--- config.mk ---
export PLATFORM = sky130hd
export DESIGN_NAME = tcb_regs
export DESIGN_NICKNAME = d
export VERILOG_FILES = /design/src/source/tcb_pkg.sv /design/src/source/tcb_dly.sv /design/src/source/tcb_regs.sv
export SDC_FILE = /design/constraint.sdc
export NUM_CORES = 1
export LEC_CHECK = 0
export CORE_AREA = 2 2 97 137
export CTS_CLUSTER_DIAMETER = 80
export DETAILED_ROUTE_END_ITERATION = 7
export DIE_AREA = 0 0 99 139
export DONT_BUFFER_PORTS = 1
export HOLD_SLACK_MARGIN = 0.08
export MAX_ROUTING_LAYER = met4
export PLACE_DENSITY = 0.57
export SLEW_MARGIN = 40
export SYNTH_ARGS = -nofsm -noshare
export SYNTH_HDL_FRONTEND = slang
export SYNTH_HIERARCHICAL = 1
export SYNTH_SLANG_ARGS = --single-unit
--- constraint.sdc ---
create_clock -name tcb -period 2.4 [get_ports tcb]
set_clock_uncertainty 0.05 [all_clocks]
set_input_delay 0.48 -clock tcb [delete_from_list [all_inputs] [get_ports tcb]]
set_output_delay 0.48 -clock tcb [all_outputs]
set_load 0.05 [all_outputs]
--- src/source/tcb_pkg.sv ---
/* shared bus widths, response delay, address map and register layout
   for the TCB subsystem; modules import it inside their bodies */

package tcb_pkg;

  ////////////////////////////////////////
  // bus widths and response delay
  ////////////////////////////////////////

  localparam int unsigned ABW = 16;
  localparam int unsigned DBW = 32;
  localparam int unsigned BEW = DBW / 8;
  // cycles from transfer to response
  localparam int unsigned DLY = 2;

  typedef logic [ABW-1:0] adr_t;
  typedef logic [DBW-1:0] dat_t;
  typedef logic [BEW-1:0] ben_t;

  // decoded target of a request
  typedef enum logic [1:0] {
    SEL_MEM,
    SEL_REG,
    SEL_NONE
  } sel_t;

  ////////////////////////////////////////
  // address map
  ////////////////////////////////////////

  localparam int unsigned MEM_WORDS = 256;
  // word index width inside the memory window
  localparam int unsigned MEM_AW = $clog2(MEM_WORDS);
  localparam adr_t        MEM_BASE = 16'h0000;

  localparam adr_t        REG_BASE = 16'h1000;
  localparam int unsigned REG_BYTES = 16;
  // word offset width inside the register window
  localparam int unsigned REG_OFS_W = $clog2(REG_BYTES / 4);

  // register word offsets
  localparam logic [REG_OFS_W-1:0] REG_SCRATCH = REG_OFS_W'(0);
  localparam logic [REG_OFS_W-1:0] REG_ID = REG_OFS_W'(1);
  localparam logic [REG_OFS_W-1:0] REG_WCNT = REG_OFS_W'(2);

  localparam dat_t REG_ID_VALUE = 32'h7cb5_0102;

endpackage

--- src/source/tcb_dly.sv ---
/* fixed delay line: a payload and its valid bit leave DLY cycles after
   they enter; one instance per response path or select */

`timescale 1ns/1ns

module tcb_dly #(
  parameter type payload_t = tcb_pkg::dat_t
) (
  input  logic     tcb,
  input  logic     arst_n,
  input  logic     in_vld,
  input  payload_t in_dat,
  output logic     out_vld,
  output payload_t out_dat
);

  import tcb_pkg::*;

  // stage 0 takes the input, last stage drives the output
  logic     vld_q [DLY];
  payload_t dat_q [DLY];

  ////////////////////////////////////////
  // valid chain
  ////////////////////////////////////////

  always_ff @(posedge tcb or negedge arst_n) begin
    if (!arst_n) begin
      for (int i = 0; i < DLY; i++) begin
        vld_q[i] <= 1'b0;
      end
    end else begin
      vld_q[0] <= in_vld;
      for (int i = 1; i < DLY; i++) begin
        vld_q[i] <= vld_q[i-1];
      end
    end
  end

  ////////////////////////////////////////
  // payload chain
  ////////////////////////////////////////

  // a stage only loads behind a valid bit, idle cycles hold
  always_ff @(posedge tcb) begin
    if (in_vld) begin
      dat_q[0] <= in_dat;
    end
    for (int i = 1; i < DLY; i++) begin
      if (vld_q[i-1]) begin
        dat_q[i] <= dat_q[i-1];
      end
    end
  end

  assign out_vld = vld_q[DLY-1];
  assign out_dat = dat_q[DLY-1];

endmodule

--- src/source/tcb_regs.sv ---
/* register block subordinate: scratch register, identifier and a count
   of scratch writes; bad offsets and read-only writes answer err */

`timescale 1ns/1ns

module tcb_regs (
  input  logic          tcb,
  input  logic          arst_n,
  // request
  input  logic          vld,
  input  logic          wen,
  input  tcb_pkg::adr_t adr,
  input  tcb_pkg::ben_t ben,
  input  tcb_pkg::dat_t wdt,
  // response
  output logic          rsp,
  output tcb_pkg::dat_t rdt,
  output logic          err
);

  import tcb_pkg::*;

  logic [REG_OFS_W-1:0] ofs;
  dat_t                 scratch;
  dat_t                 wcnt;
  logic                 scr_wr;
  dat_t                 rd_dat;
  logic                 rd_err;

  // word offset inside the window, byte bits dropped
  assign ofs = adr[2 +: REG_OFS_W];

  ////////////////////////////////////////
  // access decode
  ////////////////////////////////////////

  always_comb begin
    rd_dat = '0;
    rd_err = 1'b0;
    scr_wr = 1'b0;
    case (ofs)
      REG_SCRATCH: begin
        if (wen) begin
          scr_wr = vld;
        end else begin
          rd_dat = scratch;
        end
      end
      // read-only, a write is refused
      REG_ID: begin
        if (wen) begin
          rd_err = 1'b1;
        end else begin
          rd_dat = REG_ID_VALUE;
        end
      end
      REG_WCNT: begin
        if (wen) begin
          rd_err = 1'b1;
        end else begin
          rd_dat = wcnt;
        end
      end
      // unused offset
      default: begin
        rd_err = 1'b1;
      end
    endcase
  end

  ////////////////////////////////////////
  // state
  ////////////////////////////////////////

  always_ff @(posedge tcb or negedge arst_n) begin
    if (!arst_n) begin
      scratch <= '0;
      wcnt <= '0;
    end else if (scr_wr) begin
      for (int b = 0; b < BEW; b++) begin
        if (ben[b]) begin
          scratch[8*b +: 8] <= wdt[8*b +: 8];
        end
      end
      wcnt <= wcnt + dat_t'(1);
    end
  end

  // response pipelines, both valid chains run in lockstep
  tcb_dly #(
    .payload_t (dat_t)
  ) u_dly_rdt (
    .tcb     (tcb),
    .arst_n  (arst_n),
    .in_vld  (vld),
    .in_dat  (rd_dat),
    .out_vld (rsp),
    .out_dat (rdt)
  );

  tcb_dly #(
    .payload_t (logic)
  ) u_dly_err (
    .tcb     (tcb),
    .arst_n  (arst_n),
    .in_vld  (vld),
    .in_dat  (rd_err),
    .out_vld (),
    .out_dat (err)
  );

endmodule

==> impl_metrics.toml, run 1 <==
[cells_and_area]
final_core_util_pct = 48.5
ff_latch_area_um2 = 3660
drive_gt1_share_pct = 21.0
area_growth_pct = 10.6
n_fill_cell = 1043
nets = 433
fin_area_um2 = 6100
diodes = 0
multi_input_area_um2 = 1530

[die]
core_area_um2 = 12600
die_area_um2 = 13800
die_h_um = 139
rows = 49
ioPinCount = 90
initial_utilization_pct = 43.9
dieWidth_um = 99

[clocking]
h-tree-depth = 4
clkSinkCount = 133
cts_root_buf = "clkbuf_16"
clkTransAtPathRegs_ns = 0.06
clock_path_buffers = 2
clk_latency_ns = 0.41
numCtsBuffers = 17
post_cts_resized = 0
cts_tree = "done"

[setup_path]
reg2reg_from = "wcnt[0]"
rrSetupSlack_ns = 0.57
cp.required_ns = 2.68
cp_slowest_cell = "or3_1"
cp_num_buf_inv = 0
max_stage_delay_ns = 0.48
cp-end-kind = "flop"
path_delay_family = "simple AND/OR/NAND/NOR gates"
worst-setup-path-type = "reg -> reg"
crit_arrival_ns = 2.12
critical_path.cell_chain = "ha_1 -> nand4_1 -> or3_1 -> nor4b_2 -> xor2_1"
critPathLaunchType = "flop"
crit_start = "wcnt[0]"
worstPathMaxFanout = 5

[detailed_routing]
viasPerCell = 5.30
dr.pass1.iters = 4
vias = 2851
antenna_left = 0
wirelength_um = 9800
drt_iter0_markers = 173
wl_per_cell_um = 18.2
drc = 0

[sta]
timing.final.crit_period_ns = 1.83
finalSetupTns_ns = 0
tightest_slew_ns = 0.566
slew_viol_final = 0
max_slew_margin_pct = 62.3
setup_viol = 0
finalWorstSetupSlack_ns = 0.566
final-hold-violation-count = 0
grt_setup_unrepaired = "no"
fmax_mhz = 545
period_share_pct = 76.4

[logic_synthesis]
synth_fp_nets = 452
syn_area_um2 = 5520
yosys_warnings = 6
postSynthCellCount = 391
syn_avg_cell_area_um2 = 14.1

[outcome]
status = "complete, no violations"

[global_route]
antenna_found_initial = 0
grt_pass1_vias = 2988
grt_overflow = 0
grt_pass1_wl_um = 16200
track_usage_pct = 15.9
grt_max_degree = 68

[min_path]
hp-start = "vld"
hp-class = "in -> reg"

[placed_design]
placed_area_um2 = 5460
place.gp.congestion = 0.823
portBuffers = 0
dp_hpwl_um = 6800
dpl_worst_slack_ns = 0.224

[pwr]
finalPower_w = 0.00578
power.density_nw_per_um2 = 948
leakage_nw = 2.41
ir_worst_vdd_v = 0.000425

[run]
max_cap_violations = 0
[routing by layer]
metal | track usage, % | part of all wire, % | vias to the layer above
met3 | 4.28 | 2.9 | 7
li1 | - | - | 1363
met2 | 23.3 | 49 | 72
met5 | - | 0 | -
met4 | 5.98 | 1.1 | 0
met1 | 21.2 | 47 | 1409
[cell usage in the layout, fill, tap and decap left out, types with 12 or more instances in the layout]
| cell type | instances |
|---|---|
| mux2_2 | 33 |
| a22oi_1 | 20 |
| a221oi_1 | 12 |
| nand3_1 | 12 |
| dfrtp_1 | 67 |
| nand4_1 | 13 |
| nand2_1 | 17 |
| nor2_1 | 36 |
| clkbuf_16 | 17 |
| edfxtp_1 | 66 |
| xnor2_1 | 24 |
[worst paths after layout]
path,endpoint,cells past startpoint
setup / recovery,wcnt[26],5
hold / removal,u_dly_rdt/dat_q[0][20],0
setup reg to reg,wcnt[26],5
hold reg to reg,u_dly_rdt/dat_q[0][50],0
max in group asynchronous,wcnt[0],2
min in group asynchronous,scratch[30],2
[final cells by class]
cell class / instances / area share, %
repair buffers: 10 / 1.64
inverters: 7 / 0.431
clock inverters: 15 / 2.79
clock buffers: 17 / 6.97
flip-flops and latches: 133 / 60.0
multi-input cells: 203 / 25.1
well taps: 153 / 3.14
[registers in the layout, indices dropped and copies added, names as in the netlist]
register / cells
u_dly_rdt/dat_q: 64
scratch: 32
wcnt: 32
u_dly_err/dat_q: 2
u_dly_err/vld_q: 1
u_dly_rdt/out_vld: 1
u_dly_rdt/vld_q: 1
[metrics by stage]
stage	hold WS, ns	cells
global route	0.112	538
finish	0.140	538
CTS	0.117	538
detailed placement	0.137	503
floorplan	0.134	391
global placement	0.137	503
[timing repair]
item | in CTS | in global routing
buffers inserted | 0 | 0
hold buffers | 3 | 0
endpoints found under the setup margin | 0 | 0
hold endpoints to repair | 69 | 0
[where the power goes]
part           leakage [nW]  internal [W]  switching [W]
clock                 0.287       0.00155       0.000987
sequential             1.53       0.00264       0.000270
combinational         0.590      0.000170       0.000158
total                  2.41       0.00437        0.00142
Power figures use the tool's default switching activity.
==> run 2: changes to the inputs <==
--- a/config.mk
+++ b/config.mk
@@ -12,7 +12,7 @@
 export DONT_BUFFER_PORTS = 1
 export HOLD_SLACK_MARGIN = 0.08
 export MAX_ROUTING_LAYER = met4
-export PLACE_DENSITY = 0.57
+export PLACE_DENSITY = 0.59
 export SLEW_MARGIN = 40
 export SYNTH_ARGS = -nofsm -noshare
 export SYNTH_HDL_FRONTEND = slang
==> constraint.sdc (replaced) <==
create_clock -name tcb -period 1.5 [get_ports tcb]
set_clock_uncertainty 0.05 [all_clocks]
set_input_delay 0.3 -clock tcb [delete_from_list [all_inputs] [get_ports tcb]]
set_output_delay 0.3 -clock tcb [all_outputs]
set_load 0.05 [all_outputs]
==> run 2 against run 1 <==
The run now ends with hold timing, setup timing left. Worst setup slack worse by 0.71 ns. Count of clock-buffer cells in the layout is 7 higher. Via count increased by 16%. Highest routed layer unchanged.
==> impl_metrics.toml, run 2 (synthesized netlist as in run 1, its figures left out) <==
[outcome]
status = "complete, but fails checks"
violations = "hold timing, setup timing"

[die]
rows = 49
dieWidth_um = 99
ioPinCount = 90
die_h_um = 139
core_area_um2 = 12600
die_area_um2 = 13800
initial_utilization_pct = 43.9

[placed_design]
portBuffers = 0
dpl_worst_slack_ns = -0.160
place.gp.congestion = 0.802
dp_hpwl_um = 7010

[sta]
hold_slack_ns = -0.465
period_share_pct = 110
grt_setup_unrepaired = "yes"
max_slew_margin_pct = 62.2
fmax_mhz = 607
timing.final.crit_period_ns = 1.65
setup_viol = 17
finalWorstSetupSlack_ns = -0.147
final-hold-violation-count = 67
tightest_slew_ns = 0.568
slew_viol_final = 0

[setup_path]
cp.required_ns = 1.78
critical_path.cell_chain = "ha_2 -> nand4_1 -> or3_4 -> nor4b_4 -> xor2_1"
reg2reg_depth = 5
worst-setup-path-type = "reg -> reg"
cp.depth = 5
path_delay_family = "simple AND/OR/NAND/NOR gates"
cp_slowest_cell = "or3_4"
crit_arrival_ns = 1.93
max_stage_delay_ns = 0.43
cp_num_buf_inv = 0
rrSetupSlack_ns = -0.15
critPathLaunchType = "flop"
cp-end-kind = "flop"
worstPathMaxFanout = 3

[clocking]
cts-hold-fix-buffers = 35
cts_tree = "done"
clock_path_buffers = 2
numCtsBuffers = 17
h-tree-depth = 4
clkSinkCount = 133
clk_latency_ns = 0.41
cts_root_buf = "clkbuf_16"
clkTransAtPathRegs_ns = 0.05

[detailed_routing]
vias = 3298
drt_iter0_markers = 143
wl_per_cell_um = 18.5
wirelength_um = 11500
dr.pass1.iters = 5
drc = 0
viasPerCell = 5.31
antenna_left = 0

[cells_and_area]
layout_common_cells = "66 x dfrtp_1, 66 x edfxtp_1, 51 x buf_4"
largest_register_ff_count = 64
nets = 517
diodes = 0
largest_register = "u_dly_rdt/dat_q"
n_fill_cell = 989
ff_latch_area_um2 = 3660
area_growth_pct = 27.6
drive_gt1_share_pct = 32.3
multi_input_area_um2 = 1760
reg_top3 = "u_dly_rdt/dat_q x64, scratch x32, wcnt x32"

[min_path]
hp-class = "in -> async"

[global_route]
antenna_found_initial = 0
track_usage_pct = 18.2
grt_pass1_vias = 3653
grt_overflow = 0
grt_pass1_wl_um = 18800
grt_max_degree = 68

[pwr]
power.density_nw_per_um2 = 1300
finalPower_w = 0.00914
leakage_nw = 2.92
ir_worst_vdd_v = 0.000737

[run]
max_cap_violations = 0
[run 2: cell types whose count changed in the layout (fill, tap and decap cells not counted), sizes merged]
| cell | before | now |
|---|---|---|
| clkinvlp | 2 | 1 |
| clkbuf | 17 | 24 |
| buf | 8 | 60 |
| dlygate4sd3 | 2 | 34 |
| bufinv | 2 | 1 |
| inv | 13 | 7 |
[run 2: worst reg2reg max path: cells and delay by family, from the launching register on]
family | cells | cell delay [ns]
adders and majority gates | 1 | 0.19
and+or+nand+nor | 3 | 0.82
xor gates and xnor gates | 1 | 0.16
DFF | 1 | 0.36
[run 2: repair_timing]
item,CTS,global route
cloned,3,0
pin swaps,18,23
gates resized for setup,20,17
endpoints found under the hold margin,134,67
setup buffers,8,3
setup endpoints to repair,21,26
[run 2: final cells by class]
cell class,count,share of cell area (%)
flip-flops and latches,133,52.0
multi-input cells,203,25.0
repair buffers,94,12.2
clock buffers,24,6.56
well taps,153,2.72
clock inverters,7,0.854
inverters,7,0.622
[run 2: path summary, 6_finish.rpt]
kind	from	endpoint
worst min register to register	u_dly_rdt/dat_q[0][28]	u_dly_rdt/dat_q[0][60]
max in group asynchronous	arst_n	wcnt[13]
worst min-delay path	arst_n	scratch[0]
min in group tcb	ben[1]	scratch[10]
worst max-delay path	wcnt[0]	wcnt[26]
worst max register to register	wcnt[0]	wcnt[26]
[run 2: layer usage]
| layer | vias to the layer above | track usage (%) | share of wire, % |
|---|---|---|---|
| met4 | 0 | 6.71 | 1.3 |
| met2 | 58 | 31.7 | 56 |
| met3 | 12 | 4.23 | 3.4 |
| li1 | 1520 | - | - |
| met5 | - | - | 0 |
| met1 | 1708 | 20.2 | 40 |
[run 2: where the power goes]
group          switching, W  internal, W  leakage (nW)
sequential         0.000362      0.00423          1.53
combinational      0.000365     0.000493          1.14
clock               0.00140      0.00229         0.253
[run 2: stage by stage]
step | hold WS, ns | TNS (ns) | area, um^2 | std cells | utilization [%]
after CTS | -0.482 | -1.70 | 6950 | 621 | 55.3
after global routing | -0.485 | -2.01 | 7040 | 621 | 56.0
after global placement | -0.0432 | -1.25 | 5910 | 544 | 47.1
after floorplan | -0.0456 | -1.90 | 5660 | 391 | -
after detailed placement | -0.0429 | -2.19 | 5910 | 544 | 47.1
final | -0.465 | -0.976 | 7040 | 621 | 56.0
==> run 3: changes to the inputs <==
--- a/config.mk
+++ b/config.mk
@@ -5,10 +5,11 @@
 export SDC_FILE = /design/constraint.sdc
 export NUM_CORES = 1
 export LEC_CHECK = 0
-export CORE_AREA = 2 2 97 137
+export ABC_AREA = 1
+export CORE_AREA = 2 2 100 141
 export CTS_CLUSTER_DIAMETER = 80
 export DETAILED_ROUTE_END_ITERATION = 7
-export DIE_AREA = 0 0 99 139
+export DIE_AREA = 0 0 102 143
 export DONT_BUFFER_PORTS = 1
 export HOLD_SLACK_MARGIN = 0.08
 export MAX_ROUTING_LAYER = met4
==> run 3 against run 2 <==
The flow finishes with violations (hold timing). Die area is 6.0% higher. Cell count grew 26%. Maximum frequency grew 14%. Global-route usage up 0.21 points. Via count increased by 15%. Utilization down 0.59 points. Non-clock buffer count shrank 11. Clock power rose by 20%. Worst setup slack better by 0.21 ns.
==> impl_metrics.toml, run 3 <==
[outcome]
status = "complete, but fails checks"
violations = "hold timing"

[clocking]
clk_latency_ns = 0.41
cts_root_buf = "clkbuf_16"
numCtsBuffers = 17
cts-hold-fix-buffers = 35
clock_path_buffers = 2
clkTransAtPathRegs_ns = 0.06
cts_tree = "done"
h-tree-depth = 4
clkSinkCount = 133

[pwr]
combPwrFrac_pct = 8.6
clockPowerShare_pct = 44.6
switching_share_pct = 24.1
power.density_nw_per_um2 = 1350
leakage_nw = 3.20
p_sw_w = 0.00240
finalPower_w = 0.00994
intPower_w = 0.00754
seqPwrFrac_pct = 46.8
ir_worst_vdd_v = 0.000712

[die]
dieWidth_um = 102
rows = 50
core_area_um2 = 13300
die_area_um2 = 14600
die_h_um = 143
initial_utilization_pct = 44.5
ioPinCount = 90

[placed_design]
place.gp.congestion = 0.921
placed_area_um2 = 6230
portBuffers = 0
dp.cells = 711
dp_hpwl_um = 8640

[cells_and_area]
drive_gt1_share_pct = 25.3
nets = 645
reg_top3 = "u_dly_rdt/dat_q x64, scratch x32, wcnt x32"
fin_area_um2 = 7350
layout_common_cells = "117 x nand2_1, 66 x edfxtp_1, 64 x dfrtp_1"
largest_register = "u_dly_rdt/dat_q"
area_growth_pct = 24.5
final_common_cell = "nand2_1"
final_cells = 780
largest_register_ff_count = 64
final_core_util_pct = 55.4

[global_route]
grt_max_degree = 68
antenna_found_initial = 0
track_usage_pct = 18.4
grt_overflow = 0
grt_pass1_vias = 3910
grt_pass1_wl_um = 19600

[setup_path]
path_delay_family = "flip-flops"
max_stage_delay_ns = 0.39
crit_arrival_ns = 1.68
cp_num_buf_inv = 3
critPathLaunchType = "flop"
cp.required_ns = 1.74
worstPathMaxFanout = 4
crit_top_cell = "buf_4"
cp_slowest_cell = "dfrtp_1"
critical_path.cell_chain = "ha_1 -> inv_2 -> nor2_4 -> nand3_1 -> nor2_1 -> buf_4 -> buf_4 -> xor2_2"
worst-setup-path-type = "reg -> reg"
cp-end-kind = "flop"

[logic_synthesis]
syn_area_um2 = 5900
postSynthCellCount = 526
synth_fp_nets = 587
yosys_warnings = 6
syn_avg_cell_area_um2 = 11.2

[sta]
final-hold-violation-count = 67
slew_viol_final = 0
grt_setup_unrepaired = "yes"
hold_slack_ns = -0.467
max_slew_margin_pct = 67.8
setup_viol = 0
tightest_slew_ns = 0.483
fmax_mhz = 695
timing.final.crit_period_ns = 1.44
period_share_pct = 96.0

[detailed_routing]
drc = 0
wirelength_um = 12300
dr.pass1.iters = 5
drt_iter0_markers = 298
viasPerCell = 4.86
vias = 3787
antenna_left = 0
wl_per_cell_um = 15.8

[min_path]
hp-class = "in -> async"

[run]
max_cap_violations = 0
run 3: area by class of cell:
class / instances / area (um^2)
fillers: 1138 / 5920
flip-flops and latches: 133 / 3660
multi-input cells: 296 / 1860
repair buffers: 83 / 733
clock buffers: 19 / 443
well taps: 182 / 228
inverters: 53 / 216
clock inverters: 13 / 196
diodes: 1 / 2.50
run 3: metrics by stage:
stage / setup WS (ns) / setup TNS, ns
global route: -0.0437 / -0.178
global placement: -0.0326 / -0.108
CTS: 0.00579 / 0
finish: 0.0604 / 0
floorplan: -0.0127 / -0.0127
detailed placement: -0.0807 / -0.533
run 3: power by group through the flow:
stage | registers (W) | clock network (W) | logic [W]
4_1_cts | 0.00464 | 0.00451 | 0.000812
2_1_floorplan | 0.00447 | 0 | 0.000667
5_1_grt | 0.00470 | 0.00467 | 0.000940
3_5_place_dp | 0.00471 | 0 | 0.000699
3_3_place_gp | 0.00469 | 0 | 0.000665
6_report | 0.00465 | 0.00443 | 0.000858
run 3: path summary, 6_finish.rpt:
kind                                              from                      to  slack [ns]  depth (start not counted)
max in group asynchronous                       arst_n             scratch[24]        1.76                          0
worst max-delay path                           wcnt[0]                wcnt[16]        0.06                          8
worst max register to register                 wcnt[0]                wcnt[16]        0.06                          8
worst min-delay path                            arst_n                 wcnt[2]       -0.47                          0
worst min register to register  u_dly_rdt/dat_q[0][17]  u_dly_rdt/dat_q[0][49]        0.36                          0
min in group tcb                                ben[0]              scratch[7]        0.14                          2
run 3: repair_timing:
item / in CTS / in global routing
setup endpoints to repair: 11 / 23
gates cloned: 0 / 0
pin swaps: 1 / 5
hold endpoints to repair: 135 / 67
gates resized for setup: 7 / 21
buffers inserted: 0 / 1
run 3: routing by layer:
metal  wire, um  track usage, %  vias to the layer above
met5          0               -                        -
met4        299            7.79                        0
met3        338            4.01                       20
met2       6220            29.3                      102
met1       5430            22.6                     1823
li1           -               -                     1842
