[config.mk]
export PLATFORM = sky130hd
export DESIGN_NAME = tcb_dec
export DESIGN_NICKNAME = d
export VERILOG_FILES = /design/src/source/tcb_pkg.sv /design/src/source/tcb_dly.sv /design/src/source/tcb_dec.sv
export SDC_FILE = /design/constraint.sdc
export NUM_CORES = 1
export LEC_CHECK = 0
export BUFFER_PORTS_ARGS = -buffer_cell sky130_fd_sc_hd__buf_2
export CAP_MARGIN = 20
export CORE_ASPECT_RATIO = 0.75
export CORE_MARGIN = 5
export CORE_UTILIZATION = 29
export DETAILED_ROUTE_END_ITERATION = 8
export PLACE_DENSITY = 0.81
export SYNTH_ARGS = -nofsm -noshare
export SYNTH_HDL_FRONTEND = slang
export SYNTH_HIERARCHICAL = 1
export SYNTH_SLANG_ARGS = --single-unit
[constraint.sdc]
create_clock -name tcb -period 1.91 [get_ports tcb]
set_input_delay 0.573 -clock tcb [delete_from_list [all_inputs] [get_ports tcb]]
set_output_delay 0.573 -clock tcb [all_outputs]
set_load 0.01 [all_outputs]
[src/source/tcb_pkg.sv]
/* shared bus widths, response delay, address map and register layout
   for the TCB subsystem; modules import it inside their bodies */

package tcb_pkg;

  ////////////////////////////////////////
  // bus widths and response delay
  ////////////////////////////////////////

  localparam int unsigned ABW = 16;
  localparam int unsigned DBW = 32;
  localparam int unsigned BEW = DBW / 8;
  // cycles from transfer to response
  localparam int unsigned DLY = 2;

  typedef logic [ABW-1:0] adr_t;
  typedef logic [DBW-1:0] dat_t;
  typedef logic [BEW-1:0] ben_t;

  // decoded target of a request
  typedef enum logic [1:0] {
    SEL_MEM,
    SEL_REG,
    SEL_NONE
  } sel_t;

  ////////////////////////////////////////
  // address map
  ////////////////////////////////////////

  localparam int unsigned MEM_WORDS = 256;
  // word index width inside the memory window
  localparam int unsigned MEM_AW = $clog2(MEM_WORDS);
  localparam adr_t        MEM_BASE = 16'h0000;

  localparam adr_t        REG_BASE = 16'h1000;
  localparam int unsigned REG_BYTES = 16;
  // word offset width inside the register window
  localparam int unsigned REG_OFS_W = $clog2(REG_BYTES / 4);

  // register word offsets
  localparam logic [REG_OFS_W-1:0] REG_SCRATCH = REG_OFS_W'(0);
  localparam logic [REG_OFS_W-1:0] REG_ID = REG_OFS_W'(1);
  localparam logic [REG_OFS_W-1:0] REG_WCNT = REG_OFS_W'(2);

  localparam dat_t REG_ID_VALUE = 32'h7cb5_0102;

endpackage

[src/source/tcb_dly.sv]
/* fixed delay line: a payload and its valid bit leave DLY cycles after
   they enter; one instance per response path or select */

`timescale 1ns/1ns

module tcb_dly #(
  parameter type payload_t = tcb_pkg::dat_t
) (
  input  logic     tcb,
  input  logic     arst_n,
  input  logic     in_vld,
  input  payload_t in_dat,
  output logic     out_vld,
  output payload_t out_dat
);

  import tcb_pkg::*;

  // stage 0 takes the input, last stage drives the output
  logic     vld_q [DLY];
  payload_t dat_q [DLY];

  ////////////////////////////////////////
  // valid chain
  ////////////////////////////////////////

  always_ff @(posedge tcb or negedge arst_n) begin
    if (!arst_n) begin
      for (int i = 0; i < DLY; i++) begin
        vld_q[i] <= 1'b0;
      end
    end else begin
      vld_q[0] <= in_vld;
      for (int i = 1; i < DLY; i++) begin
        vld_q[i] <= vld_q[i-1];
      end
    end
  end

  ////////////////////////////////////////
  // payload chain
  ////////////////////////////////////////

  // a stage only loads behind a valid bit, idle cycles hold
  always_ff @(posedge tcb) begin
    if (in_vld) begin
      dat_q[0] <= in_dat;
    end
    for (int i = 1; i < DLY; i++) begin
      if (vld_q[i-1]) begin
        dat_q[i] <= dat_q[i-1];
      end
    end
  end

  assign out_vld = vld_q[DLY-1];
  assign out_dat = dat_q[DLY-1];

endmodule

[src/source/tcb_dec.sv]
/* address decoder: gates the request strobe to the addressed target and
   forwards that target's response DLY cycles later */

`timescale 1ns/1ns

module tcb_dec (
  input  logic          tcb,
  input  logic          arst_n,
  // manager request
  input  logic          vld,
  input  tcb_pkg::adr_t adr,
  // target strobes
  output logic          mem_vld,
  output logic          reg_vld,
  // target responses
  input  tcb_pkg::dat_t mem_rdt,
  input  logic          mem_err,
  input  tcb_pkg::dat_t reg_rdt,
  input  logic          reg_err,
  // manager response
  output logic          rsp,
  output tcb_pkg::dat_t rdt,
  output logic          err
);

  import tcb_pkg::*;

  sel_t sel;
  sel_t dly_sel;

  ////////////////////////////////////////
  // request decode
  ////////////////////////////////////////

  // window match on the bits above each window size
  always_comb begin
    if (adr[ABW-1:MEM_AW+2] == MEM_BASE[ABW-1:MEM_AW+2]) begin
      sel = SEL_MEM;
    end else if (adr[ABW-1:REG_OFS_W+2] == REG_BASE[ABW-1:REG_OFS_W+2]) begin
      sel = SEL_REG;
    end else begin
      sel = SEL_NONE;
    end
  end

  assign mem_vld = vld && (sel == SEL_MEM);
  assign reg_vld = vld && (sel == SEL_REG);

  ////////////////////////////////////////
  // response select
  ////////////////////////////////////////

  // select of every transfer, unmapped ones included
  tcb_dly #(
    .payload_t (sel_t)
  ) u_dly_sel (
    .tcb     (tcb),
    .arst_n  (arst_n),
    .in_vld  (vld),
    .in_dat  (sel),
    .out_vld (rsp),
    .out_dat (dly_sel)
  );

  always_comb begin
    case (dly_sel)
      SEL_MEM: begin
        rdt = mem_rdt;
        err = mem_err;
      end
      SEL_REG: begin
        rdt = reg_rdt;
        err = reg_err;
      end
      // nothing answered this address
      default: begin
        rdt = '0;
        err = 1'b1;
      end
    endcase
  end

endmodule

==> results of run 1 <==
logic make-up (layout without fill, tap and decap cells):
group | after synthesis | count (layout) | share of synthesized area
buffers and inverters | 11 | 130 | 0.119
DFF | 6 | 6 | 0.219
muxes | 32 | 32 | 0.413
and+or+nand+nor | 42 | 42 | 0.227
AOI/OAI and AO/OA | 2 | 2 | 0.0210
synthesized netlist by cell type, drive strengths merged:
master and n:
a21o 1, dfrtp 2, buf 7, inv 1, edfxtp 4, clkbuf 3, nor4b 1, nand2 2
a211o 1, mux2i 32, nor3 4, nor2 34, nor2b 1
repair_timing:
action | CTS | global route
resized for setup | 1 | 3
pin swaps | 0 | 1
setup buffers | 0 | 4
setup endpoints to repair | 1 | 28
through the flow:
stage                     instances  setup WS, ns  utilization
after CTS                       244       0.00438        0.539
final                           248        0.0133        0.557
after global placement          240        0.0370        0.528
after detailed placement        240        0.0118        0.528
after global routing            248       -0.0688        0.557
after floorplan                  93         0.151            -
state kept, by name, indices dropped and copies added, names as in the netlist:
name	count
u_dly_sel/out_vld	1
u_dly_sel/vld_q	1
u_dly_sel/dat_q	4
cell type report:
cell class	count	area (µm²)
Tap cell	36	45.0
Clock buffer	4	26.3
Fill cell	268	1140
Sequential cell	6	170
Multi-Input combinational cell	76	523
Timing Repair Buffer	125	671
Inverter	1	3.75
how the worst max path moves through the flow:
stage / start / depth (start not counted) / slack [ns] / endpoint
detailed placement: adr[6] / 5 / 0.01 / reg_vld
finish: u_dly_sel/dat_q[0][2] / 4 / 0.01 / err
CTS: u_dly_sel/dat_q[0][2] / 4 / 0.004 / err
global placement: adr[6] / 5 / 0.04 / reg_vld
global route: u_dly_sel/dat_q[0][2] / 4 / -0.07 / err
floorplan: adr[6] / 3 / 0.15 / reg_vld
power groups by stage:
stage | combinational [mW] | sequential (mW) | clock (mW)
detailed placement | 0.312 | 0.159 | 0
floorplan | 0.177 | 0.153 | 0
finish | 0.323 | 0.155 | 0.125
global route | 0.355 | 0.156 | 0.138
global placement | 0.305 | 0.159 | 0
CTS | 0.314 | 0.157 | 0.134
cell usage in the layout (no fill, tap or decap):
master,netlist,layout
sky130_fd_sc_hd__a211o_1,1,1
sky130_fd_sc_hd__a21o_1,1,1
sky130_fd_sc_hd__buf_12,0,1
sky130_fd_sc_hd__buf_2,1,115
sky130_fd_sc_hd__buf_4,2,7
sky130_fd_sc_hd__buf_6,1,2
sky130_fd_sc_hd__clkbuf_1,2,1
sky130_fd_sc_hd__clkbuf_4,0,3
sky130_fd_sc_hd__dfrtp_1,2,2
sky130_fd_sc_hd__edfxtp_1,4,4
sky130_fd_sc_hd__inv_1,1,1
sky130_fd_sc_hd__mux2i_1,32,32
sky130_fd_sc_hd__nand2_1,2,2
sky130_fd_sc_hd__nor2_1,34,34
sky130_fd_sc_hd__nor2b_1,1,1
sky130_fd_sc_hd__nor3_1,4,2
sky130_fd_sc_hd__nor3_2,0,2
sky130_fd_sc_hd__nor4b_2,1,1
per-layer routing:
layer / global-route usage / share of wire / vias up / routed length [µm]
met3: 0.0550 / 0.12 / 0 / 340
met2: 0.255 / 0.54 / 54 / 1570
met5: 0 / 0 / - / 0
met1: 0.129 / 0.35 / 492 / 1010
li1: - / - / 553 / -
met4: 0.0478 / 0 / 0 / 0
==> impl_metrics.env, run 1 <==
export IMPL_drive_above_1_share=0.618
export IMPL_netlist_cell_type_count=17
export IMPL_power_per_cell_area_mw_per_mm2=420
export IMPL_power_share_switching=0.334
export IMPL_finalWirelength_um=2930
export IMPL_crit_required_ns=1.34
export IMPL_dr_total_vias=1099
export IMPL_post_drt_via_cell_ratio=4.43
export IMPL_cp_start_kind="flop"
export IMPL_routabilityCongestion=0.845
export IMPL_timing_worst_slew_pin_value_ns=0.262
export IMPL_timing_hold_worst_class="in2async"
export IMPL_grt_pass1_vias=1017
export IMPL_clock_root_buffer="sky130_fd_sc_hd__clkbuf_4"
export IMPL_tritoncts="built"
export IMPL_synth_largest_area_cell="sky130_fd_sc_hd__mux2i_1"
export IMPL_clock_sinks=6
export IMPL_reg2regPathDepth=0
export IMPL_port_buffers=116
export IMPL_synth_top_cells_by_area="sky130_fd_sc_hd__mux2i_1 (41%), sky130_fd_sc_hd__nor2_1 (16%), sky130_fd_sc_hd__edfxtp_1 (15%)"
export IMPL_finalHoldViolations=0
export IMPL_core_region_area_mm2=0.00258
export IMPL_largest_stage_delay_on_the_critical_path_ns=0.40
export IMPL_cp_end_kind="output pin"
export IMPL_placed_cell_area_mm2=0.00136
export IMPL_crit_type="reg2out"
export IMPL_power_frac_clock=0.208
export IMPL_die_h_um=54.8
export IMPL_setup_violations_final=0
export IMPL_nets=298
export IMPL_cp_cell_sequence="buf_12 > nor2b_1 > a211o_1 > buf_6"
export IMPL_status="finished clean"
export IMPL_numCtsBuffers=3
export IMPL_mappedNetlistNets=178
export IMPL_hpwl_um=2540
export IMPL_htree_num_levels=1
export IMPL_drt_pre_antenna_iters=4
export IMPL_drtAntennaViolNets=0
export IMPL_share_seq_of_total_power=0.257
export IMPL_grt_first_pass_wirelength_um=4070
export IMPL_ios=121
export IMPL_power_combinational_fraction=0.535
export IMPL_layout_min_cycle_time_ns=1.90
export IMPL_maxSlewHeadroom=0.826
export IMPL_syn_instance_count=93
export IMPL_clk_path_buf_depth=2
export IMPL_timing_reg2reg_setup_slack_ns=1.26
export IMPL_peak_vdd_ir_mv=0.230
export IMPL_clk_pin_slew_worst_paths_ns=0.05
export IMPL_power_net_switching_uw=202
export IMPL_cell_internal_pwr_uw=402
export IMPL_grt_usage=0.131
export IMPL_synth_seq_area_share=0.219
export IMPL_die_area_mm2=0.00382
export IMPL_cts_hold_repair_buffers=0
export IMPL_detail_route_wl_per_cell_um=11.8
export IMPL_leakage_nw=0.888
export IMPL_std_cell_rows=16
export IMPL_drv_cap=0
export IMPL_antenna_diode_count=0
export IMPL_period_share=0.993
export IMPL_die_w_um=69.7
export IMPL_timing_setup_tns_ns=0
export IMPL_cp_arrival_ns=1.32
export IMPL_cp_top_family="flip-flops"
export IMPL_syn_area_um2=776
export IMPL_finalHoldWorstSlack_ns=0.114
export IMPL_skew_ns=0.00579
export IMPL_power_total_uw=604
export IMPL_crit_slowest_cell="sky130_fd_sc_hd__edfxtp_1"
export IMPL_worst_path_max_fanout=22
export IMPL_critPathBufInv=2
export IMPL_globalRoute_totalOverflow=0
export IMPL_max_clock_freq_ghz=0.527
export IMPL_floorplan_initialDensity=0.300
export IMPL_fin_area_mm2=0.00144
export IMPL_yosys_register_bits=6
export IMPL_synth_warnings=6
export IMPL_syn_area_per_cell_um2=8.34
export IMPL_drv_slew=0
export IMPL_areaGrowthSynthToFinish_pct=85.5
export IMPL_r2r_end="u_dly_sel/dat_q[0][2]"
export IMPL_yosysTopAreaCellShare=0.413
export IMPL_clock_latency_ns=0.24
export IMPL_grt_max_degree=23
export IMPL_rr_startpoint="u_dly_sel/vld_q[1]"
export IMPL_grt_antenna_before_repair=0
export IMPL_number_of_remaining_drc_errors=0
export IMPL_grt_setup_unrepaired="yes"
export IMPL_drt_initial_drc_count=28
Note: power is estimated with default switching activity, not from simulation.
==> run 2, diff against run 1 <==
--- a/config.mk
+++ b/config.mk
@@ -5,13 +5,14 @@
 export SDC_FILE = /design/constraint.sdc
 export NUM_CORES = 1
 export LEC_CHECK = 0
+export ABC_AREA = 1
 export BUFFER_PORTS_ARGS = -buffer_cell sky130_fd_sc_hd__buf_2
 export CAP_MARGIN = 20
 export CORE_ASPECT_RATIO = 0.75
 export CORE_MARGIN = 5
-export CORE_UTILIZATION = 29
+export CORE_UTILIZATION = 26
 export DETAILED_ROUTE_END_ITERATION = 8
-export PLACE_DENSITY = 0.81
+export PLACE_DENSITY = 0.79
 export SYNTH_ARGS = -nofsm -noshare
 export SYNTH_HDL_FRONTEND = slang
 export SYNTH_HIERARCHICAL = 1
==> run 2 against run 1 <==
Net effect:
- combinational power increased by 6.8%
- register-to-register slack about the same
- area after synthesis decreased by 14%
- critical path depth is 2 higher
- synthesized cell count decreased by 14%
- clock skew up 0.0018 ns
- cell area decreased by 3.1%
- critical path type unchanged
- critical endpoint is now rdt[21]
- largest power group unchanged
==> impl_metrics.env, run 2 <==
export IMPL_syn_instance_count=80
export IMPL_dpl_worst_slack_ns=0.0566
export IMPL_globalRoute_totalOverflow=0
export IMPL_layout_commonest_cell="sky130_fd_sc_hd__buf_2"
export IMPL_number_of_cells_in_the_design_after_placement=227
export IMPL_synth_cells_most_frequent="sky130_fd_sc_hd__a22o_1 (29), sky130_fd_sc_hd__nor2_1 (10), sky130_fd_sc_hd__inv_1 (8)"
export IMPL_dominant_combinational_cell_family_by_area_after_synthesis="compound AO/OA/AOI/OAI gates"
export IMPL_die_h_um=54.0
export IMPL_crit_required_ns=1.34
export IMPL_number_of_remaining_drc_errors=0
export IMPL_ys_dominant_reg_cell="sky130_fd_sc_hd__edfxtp_1"
export IMPL_yosys_register_bits=6
export IMPL_drive_above_1_share=0.688
export IMPL_finalCoreUtilization=0.548
export IMPL_period_share=0.998
export IMPL_synth_top_cells_by_area="sky130_fd_sc_hd__a22o_1 (38%), sky130_fd_sc_hd__edfxtp_1 (18%), sky130_fd_sc_hd__dfrtp_1 (7.5%)"
export IMPL_drv_cap=0
export IMPL_peak_vdd_ir_mv=0.276
export IMPL_post_drt_via_cell_ratio=4.40
export IMPL_synth_xor_area_share=0
export IMPL_worst_path_max_fanout=18
export IMPL_layout_min_cycle_time_ns=1.91
export IMPL_syn_area_per_cell_um2=8.38
export IMPL_std_cell_rows=16
export IMPL_finalHoldViolations=0
export IMPL_nets=285
export IMPL_dr_total_vias=1033
export IMPL_routabilityCongestion=0.717
export IMPL_clk_path_buf_depth=2
export IMPL_status="finished clean"
export IMPL_yosysTopAreaCellShare=0.379
export IMPL_tritoncts="built"
export IMPL_synthSimpleGateAreaFrac=0.153
export IMPL_synth_warnings=6
export IMPL_synth_adder_area_share=0
export IMPL_hpwl_um=2460
export IMPL_detail_route_wl_per_cell_um=13.1
export IMPL_flip_flop_count_of_the_largest_register_all_copies_and_words_added=4
export IMPL_count_of_placed_standard_cells_in_the_final_layout_fillers_left_out=235
export IMPL_die_area_mm2=0.00371
export IMPL_crit_path_setup_slack_layout_ns=0.00359
export IMPL_setup_violations_final=0
export IMPL_timing_setup_tns_ns=0
export IMPL_power_total_uw=622
export IMPL_leakage_nw=0.846
export IMPL_clock_latency_ns=0.24
export IMPL_crit_type="reg2out"
export IMPL_port_buffers=116
export IMPL_synth_enable_flop_cells=4
export IMPL_grt_antenna_before_repair=0
export IMPL_areaGrowthSynthToFinish_pct=108
export IMPL_mappedNetlistNets=165
export IMPL_drv_slew=0
export IMPL_timing_hold_worst_class="in2async"
export IMPL_die_w_um=68.6
export IMPL_synth_largest_area_cell="sky130_fd_sc_hd__a22o_1"
export IMPL_drtAntennaViolNets=0
export IMPL_grt_first_pass_wirelength_um=3620
export IMPL_commonest_cells_after_routing_fill_and_taps_aside="sky130_fd_sc_hd__buf_2 (111), sky130_fd_sc_hd__a22o_1 (29), sky130_fd_sc_hd__nor2_1 (9)"
export IMPL_cp_start_kind="flop"
export IMPL_cp_arrival_ns=1.33
export IMPL_compound_cell_area_share_of_the_yosys_netlist=0.431
export IMPL_power_per_cell_area_mw_per_mm2=447
export IMPL_postSynth_asyncResetShare=0.333
export IMPL_clk_pin_slew_worst_paths_ns=0.05
export IMPL_synth_area_mux_share=0
export IMPL_syn_area_um2=671
export IMPL_drt_pre_antenna_iters=3
export IMPL_placed_cell_area_mm2=0.00127
export IMPL_finalWirelength_um=3070
export IMPL_yosysMostFrequentCell="sky130_fd_sc_hd__a22o_1"
export IMPL_numCtsBuffers=3
export IMPL_timing_worst_slew_pin_value_ns=0.153
export IMPL_skew_ns=0.00764
export IMPL_grt_max_degree=34
export IMPL_grt_setup_unrepaired="yes"
export IMPL_grt_usage=0.129
export IMPL_fin_area_mm2=0.00139
export IMPL_clock_sinks=6
export IMPL_drt_initial_drc_count=40
export IMPL_synth_seq_area_share=0.254
export IMPL_ios=121
export IMPL_netlist_cell_type_count=16
export IMPL_antenna_diode_count=0
export IMPL_floorplan_initialDensity=0.264
export IMPL_core_region_area_mm2=0.00254
export IMPL_htree_num_levels=1
export IMPL_finalHoldWorstSlack_ns=0.113
export IMPL_cp_end_kind="output pin"
export IMPL_maxSlewHeadroom=0.898
export IMPL_clock_root_buffer="sky130_fd_sc_hd__clkbuf_4"
export IMPL_max_clock_freq_ghz=0.525
export IMPL_grt_pass1_vias=869
export IMPL_top_reg_by_flops="u_dly_sel/dat_q"
run 2: cell types whose count changed after synthesis, sizes merged, moves of 2 or more:
cell	change
nor2	-23
inv	+9
nand2	+6
nor3	-3
clkbuf	-3
a22o	+32
mux2i	-32
nand3	+2
run 2: final timing paths:
path                                         end             startpoint  cells after the start  slack, ns
min in group tcb           u_dly_sel/dat_q[0][2]  u_dly_sel/dat_q[0][0]                      0       0.41
max reg2reg                u_dly_sel/dat_q[0][3]     u_dly_sel/vld_q[1]                      0       1.26
min                           u_dly_sel/vld_q[1]                 arst_n                      1       0.11
max in group asynchronous      u_dly_sel/out_vld                 arst_n                      1       1.70
min reg2reg                u_dly_sel/dat_q[0][2]  u_dly_sel/dat_q[0][0]                      0       0.41
max                                      rdt[21]  u_dly_sel/dat_q[0][3]                      6      0.004
run 2: repair_timing:
item	4_1_cts	5_1_grt
buffers inserted	3	0
gates resized for setup	3	7
hold buffers	0	0
pin swaps	1	2
endpoints found under the setup margin	29	34
gates cloned	0	1
run 2: kinds of logic (layout without fill, tap and decap cells):
family                 after synthesis  count (layout)
AO/OA/AOI/OAI                       33              33
buffers and inverters               18             137
flip-flops                           6               6
AND/OR/NAND/NOR                     23              23
run 2: routing by layer:
layer / track usage / part of all wire / up-vias
met5: 0 / 0 / -
met4: 0.0462 / 0 / 0
met3: 0.0334 / 0.12 / 0
met2: 0.233 / 0.50 / 57
met1: 0.144 / 0.38 / 442
li1: - / - / 534
run 2: final cells by class:
class / instances / area [µm²]
inverters: 10 / 40.0
fillers: 245 / 1150
flip-flops and latches: 6 / 170
multi-input cells: 56 / 402
repair buffers: 123 / 711
well taps: 36 / 45.0
clock buffers: 4 / 26.3
run 2: power breakdown:
part | switching (mW) | internal (mW)
combinational | 0.151 | 0.194
clock | 0.0448 | 0.0791
sequential | 0.00559 | 0.148
total | 0.202 | 0.421
run 2: critical path: stages (launching register included):
cell and delay (ns):
sky130_fd_sc_hd__edfxtp_1 0.43, sky130_fd_sc_hd__inv_2 0.09, sky130_fd_sc_hd__nand2_2 0.06, sky130_fd_sc_hd__inv_4 0.08, sky130_fd_sc_hd__buf_12 0.14, sky130_fd_sc_hd__a22o_1 0.14, sky130_fd_sc_hd__buf_2 0.13
==> run 3, diff against run 2 <==
--- a/config.mk
+++ b/config.mk
@@ -5,14 +5,14 @@
 export SDC_FILE = /design/constraint.sdc
 export NUM_CORES = 1
 export LEC_CHECK = 0
-export ABC_AREA = 1
 export BUFFER_PORTS_ARGS = -buffer_cell sky130_fd_sc_hd__buf_2
 export CAP_MARGIN = 20
 export CORE_ASPECT_RATIO = 0.75
 export CORE_MARGIN = 5
-export CORE_UTILIZATION = 26
+export CORE_UTILIZATION = 29
 export DETAILED_ROUTE_END_ITERATION = 8
-export PLACE_DENSITY = 0.79
+export GPL_TIMING_DRIVEN = 0
+export PLACE_DENSITY = 0.81
 export SYNTH_ARGS = -nofsm -noshare
 export SYNTH_HDL_FRONTEND = slang
 export SYNTH_HIERARCHICAL = 1
==> run 3 against run 2 <==
Net effect:
- the flow now finishes with violations (setup timing)
- core utilization grew 6.7 points
- total power up 4.6%
- routed wire length is 3.5% higher
- non-clock buffer count grew 8
- first-iteration DRC count fell by 25%
- register-to-register slack about the same
- cell count rose by 7.7%
- global-route usage rose by 0.96 points
- die area increased by 3.1%
==> impl_metrics.env, run 3 (synthesized netlist as in run 1, its figures left out) <==
export IMPL_status="finished, violations left"
export IMPL_violations_in_the_final_reports="setup timing"
export IMPL_cp_start_kind="flop"
export IMPL_cp_cell_sequence="buf_8 > buf_12 > mux2i_4 > nor2_2 > buf_2"
export IMPL_crit_required_ns=1.34
export IMPL_hpwl_um=2510
export IMPL_skew_ns=0.00274
export IMPL_areaGrowthSynthToFinish_pct=105
export IMPL_floorplan_initialDensity=0.300
export IMPL_cp_arrival_ns=1.36
export IMPL_nets=304
export IMPL_routabilityCongestion=0.869
export IMPL_crit_path_setup_slack_layout_ns=-0.0191
export IMPL_crit_slowest_cell="sky130_fd_sc_hd__edfxtp_1"
export IMPL_clock_sinks=6
export IMPL_grt_pass1_vias=990
export IMPL_finalHoldViolations=0
export IMPL_worst_path_max_fanout=9
export IMPL_post_drt_via_cell_ratio=4.38
export IMPL_globalRoute_totalOverflow=0
export IMPL_port_buffers=116
export IMPL_placed_cell_area_mm2=0.00140
export IMPL_htree_num_levels=1
export IMPL_crit_type="reg2out"
export IMPL_grt_first_pass_wirelength_um=4240
export IMPL_std_cell_rows=16
export IMPL_cp_end_kind="output pin"
export IMPL_grt_max_degree=11
export IMPL_power_per_cell_area_mw_per_mm2=410
export IMPL_timing_hold_worst_class="in2async"
export IMPL_power_total_uw=651
export IMPL_tritoncts="built"
export IMPL_setup_violations_final=1
export IMPL_timing_worst_slew_pin_value_ns=0.184
export IMPL_detail_route_wl_per_cell_um=12.6
export IMPL_antenna_diode_count=0
export IMPL_dpl_worst_slack_ns=0.0192
export IMPL_drtAntennaViolNets=0
export IMPL_numCtsBuffers=3
export IMPL_clock_latency_ns=0.24
export IMPL_drv_slew=0
export IMPL_die_h_um=54.8
export IMPL_dr_total_vias=1107
export IMPL_leakage_nw=0.941
export IMPL_clk_path_buf_depth=2
export IMPL_finalWirelength_um=3180
export IMPL_max_clock_freq_ghz=0.518
export IMPL_drt_pre_antenna_iters=2
export IMPL_grt_usage=0.138
export IMPL_clock_root_buffer="sky130_fd_sc_hd__clkbuf_4"
export IMPL_ios=121
export IMPL_drt_initial_drc_count=30
export IMPL_reg2regPathDepth=0
export IMPL_layout_commonest_cell="sky130_fd_sc_hd__buf_2"
export IMPL_drv_cap=0
export IMPL_maxSlewHeadroom=0.875
export IMPL_largest_stage_delay_on_the_critical_path_ns=0.39
export IMPL_top_reg_by_flops="u_dly_sel/dat_q"
export IMPL_finalCoreUtilization=0.615
export IMPL_core_region_area_mm2=0.00258
export IMPL_grt_antenna_before_repair=0
export IMPL_drive_above_1_share=0.668
export IMPL_layout_min_cycle_time_ns=1.93
export IMPL_die_area_mm2=0.00382
export IMPL_commonest_cells_after_routing_fill_and_taps_aside="sky130_fd_sc_hd__buf_2 (115), sky130_fd_sc_hd__nor2_1 (30), sky130_fd_sc_hd__mux2i_1 (29)"
export IMPL_clk_pin_slew_worst_paths_ns=0.04
export IMPL_flip_flop_count_of_the_largest_register_all_copies_and_words_added=4
export IMPL_cts_hold_repair_buffers=0
export IMPL_period_share=1.01
export IMPL_fin_area_mm2=0.00159
export IMPL_number_of_remaining_drc_errors=0
export IMPL_finalHoldWorstSlack_ns=0.108
export IMPL_peak_vdd_ir_mv=0.392
export IMPL_grt_setup_unrepaired="yes"
export IMPL_die_w_um=69.7
[run 3: cell types whose count changed in the layout (fill, tap and decap cells not counted), sizes merged, moves of 2 or more]
cell	previous run	this run
nor3	1	4
mux2i	0	32
buf	122	129
inv	10	1
nand3	2	0
nand2	8	2
nor2	11	34
a22o	32	0
[run 3: area by class of cell]
class | instances | area (µm²)
Fill cell | 233 | 995
Multi-Input combinational cell | 76 | 558
Timing Repair Buffer | 122 | 669
Sequential cell | 6 | 170
Inverter | 1 | 3.75
Clock buffer | 3 | 22.5
Buffer | 9 | 119
Tap cell | 36 | 45.0
[run 3: where the power goes]
| group | switching, mW | internal [mW] | leakage, nW |
|---|---|---|---|
| Combinational | 0.170 | 0.217 | 0.864 |
| Clock | 0.0422 | 0.0708 | 0.0138 |
| Sequential | 0.00295 | 0.148 | 0.0624 |
| Total | 0.216 | 0.435 | 0.941 |
[run 3: timing repair]
action / in CTS / in global routing
resized for setup: 5 / 27
setup endpoints to repair: 30 / 33
buffers inserted: 2 / 1
cloned: 1 / 2
pin swaps: 0 / 1
[run 3: path summary, 6_finish.rpt]
path / startpoint / slack, ns / endpoint
worst max-delay path: u_dly_sel/dat_q[0][2] / -0.02 / rdt[18]
worst min-delay path: arst_n / 0.11 / u_dly_sel/vld_q[1]
worst max register to register: u_dly_sel/vld_q[1] / 1.25 / u_dly_sel/dat_q[0][3]
worst min register to register: u_dly_sel/vld_q[1] / 0.41 / u_dly_sel/out_vld
max in group asynchronous: arst_n / 1.70 / u_dly_sel/out_vld
min in group tcb: u_dly_sel/vld_q[1] / 0.41 / u_dly_sel/out_vld
[run 3: metal layers]
layer	vias up	share of wire	global-route usage
met5	-	0	0
met4	0	0	0.0191
met3	0	0.12	0.0679
met2	58	0.53	0.266
met1	485	0.35	0.144
li1	564	-	-
[run 3: metrics by stage]
step                       TNS, ns  instances
after floorplan                  0         93
after global placement    -0.00630        245
after detailed placement         0        245
after CTS                        0        250
after global routing        -0.651        253
final                      -0.0191        253
[run 3: critical path: cells and delay by family, from the launching register on]
kind,cells,cell delay (ns)
flops,1,0.39
buf+inv,3,0.45
mux,1,0.17
simple gates,1,0.10
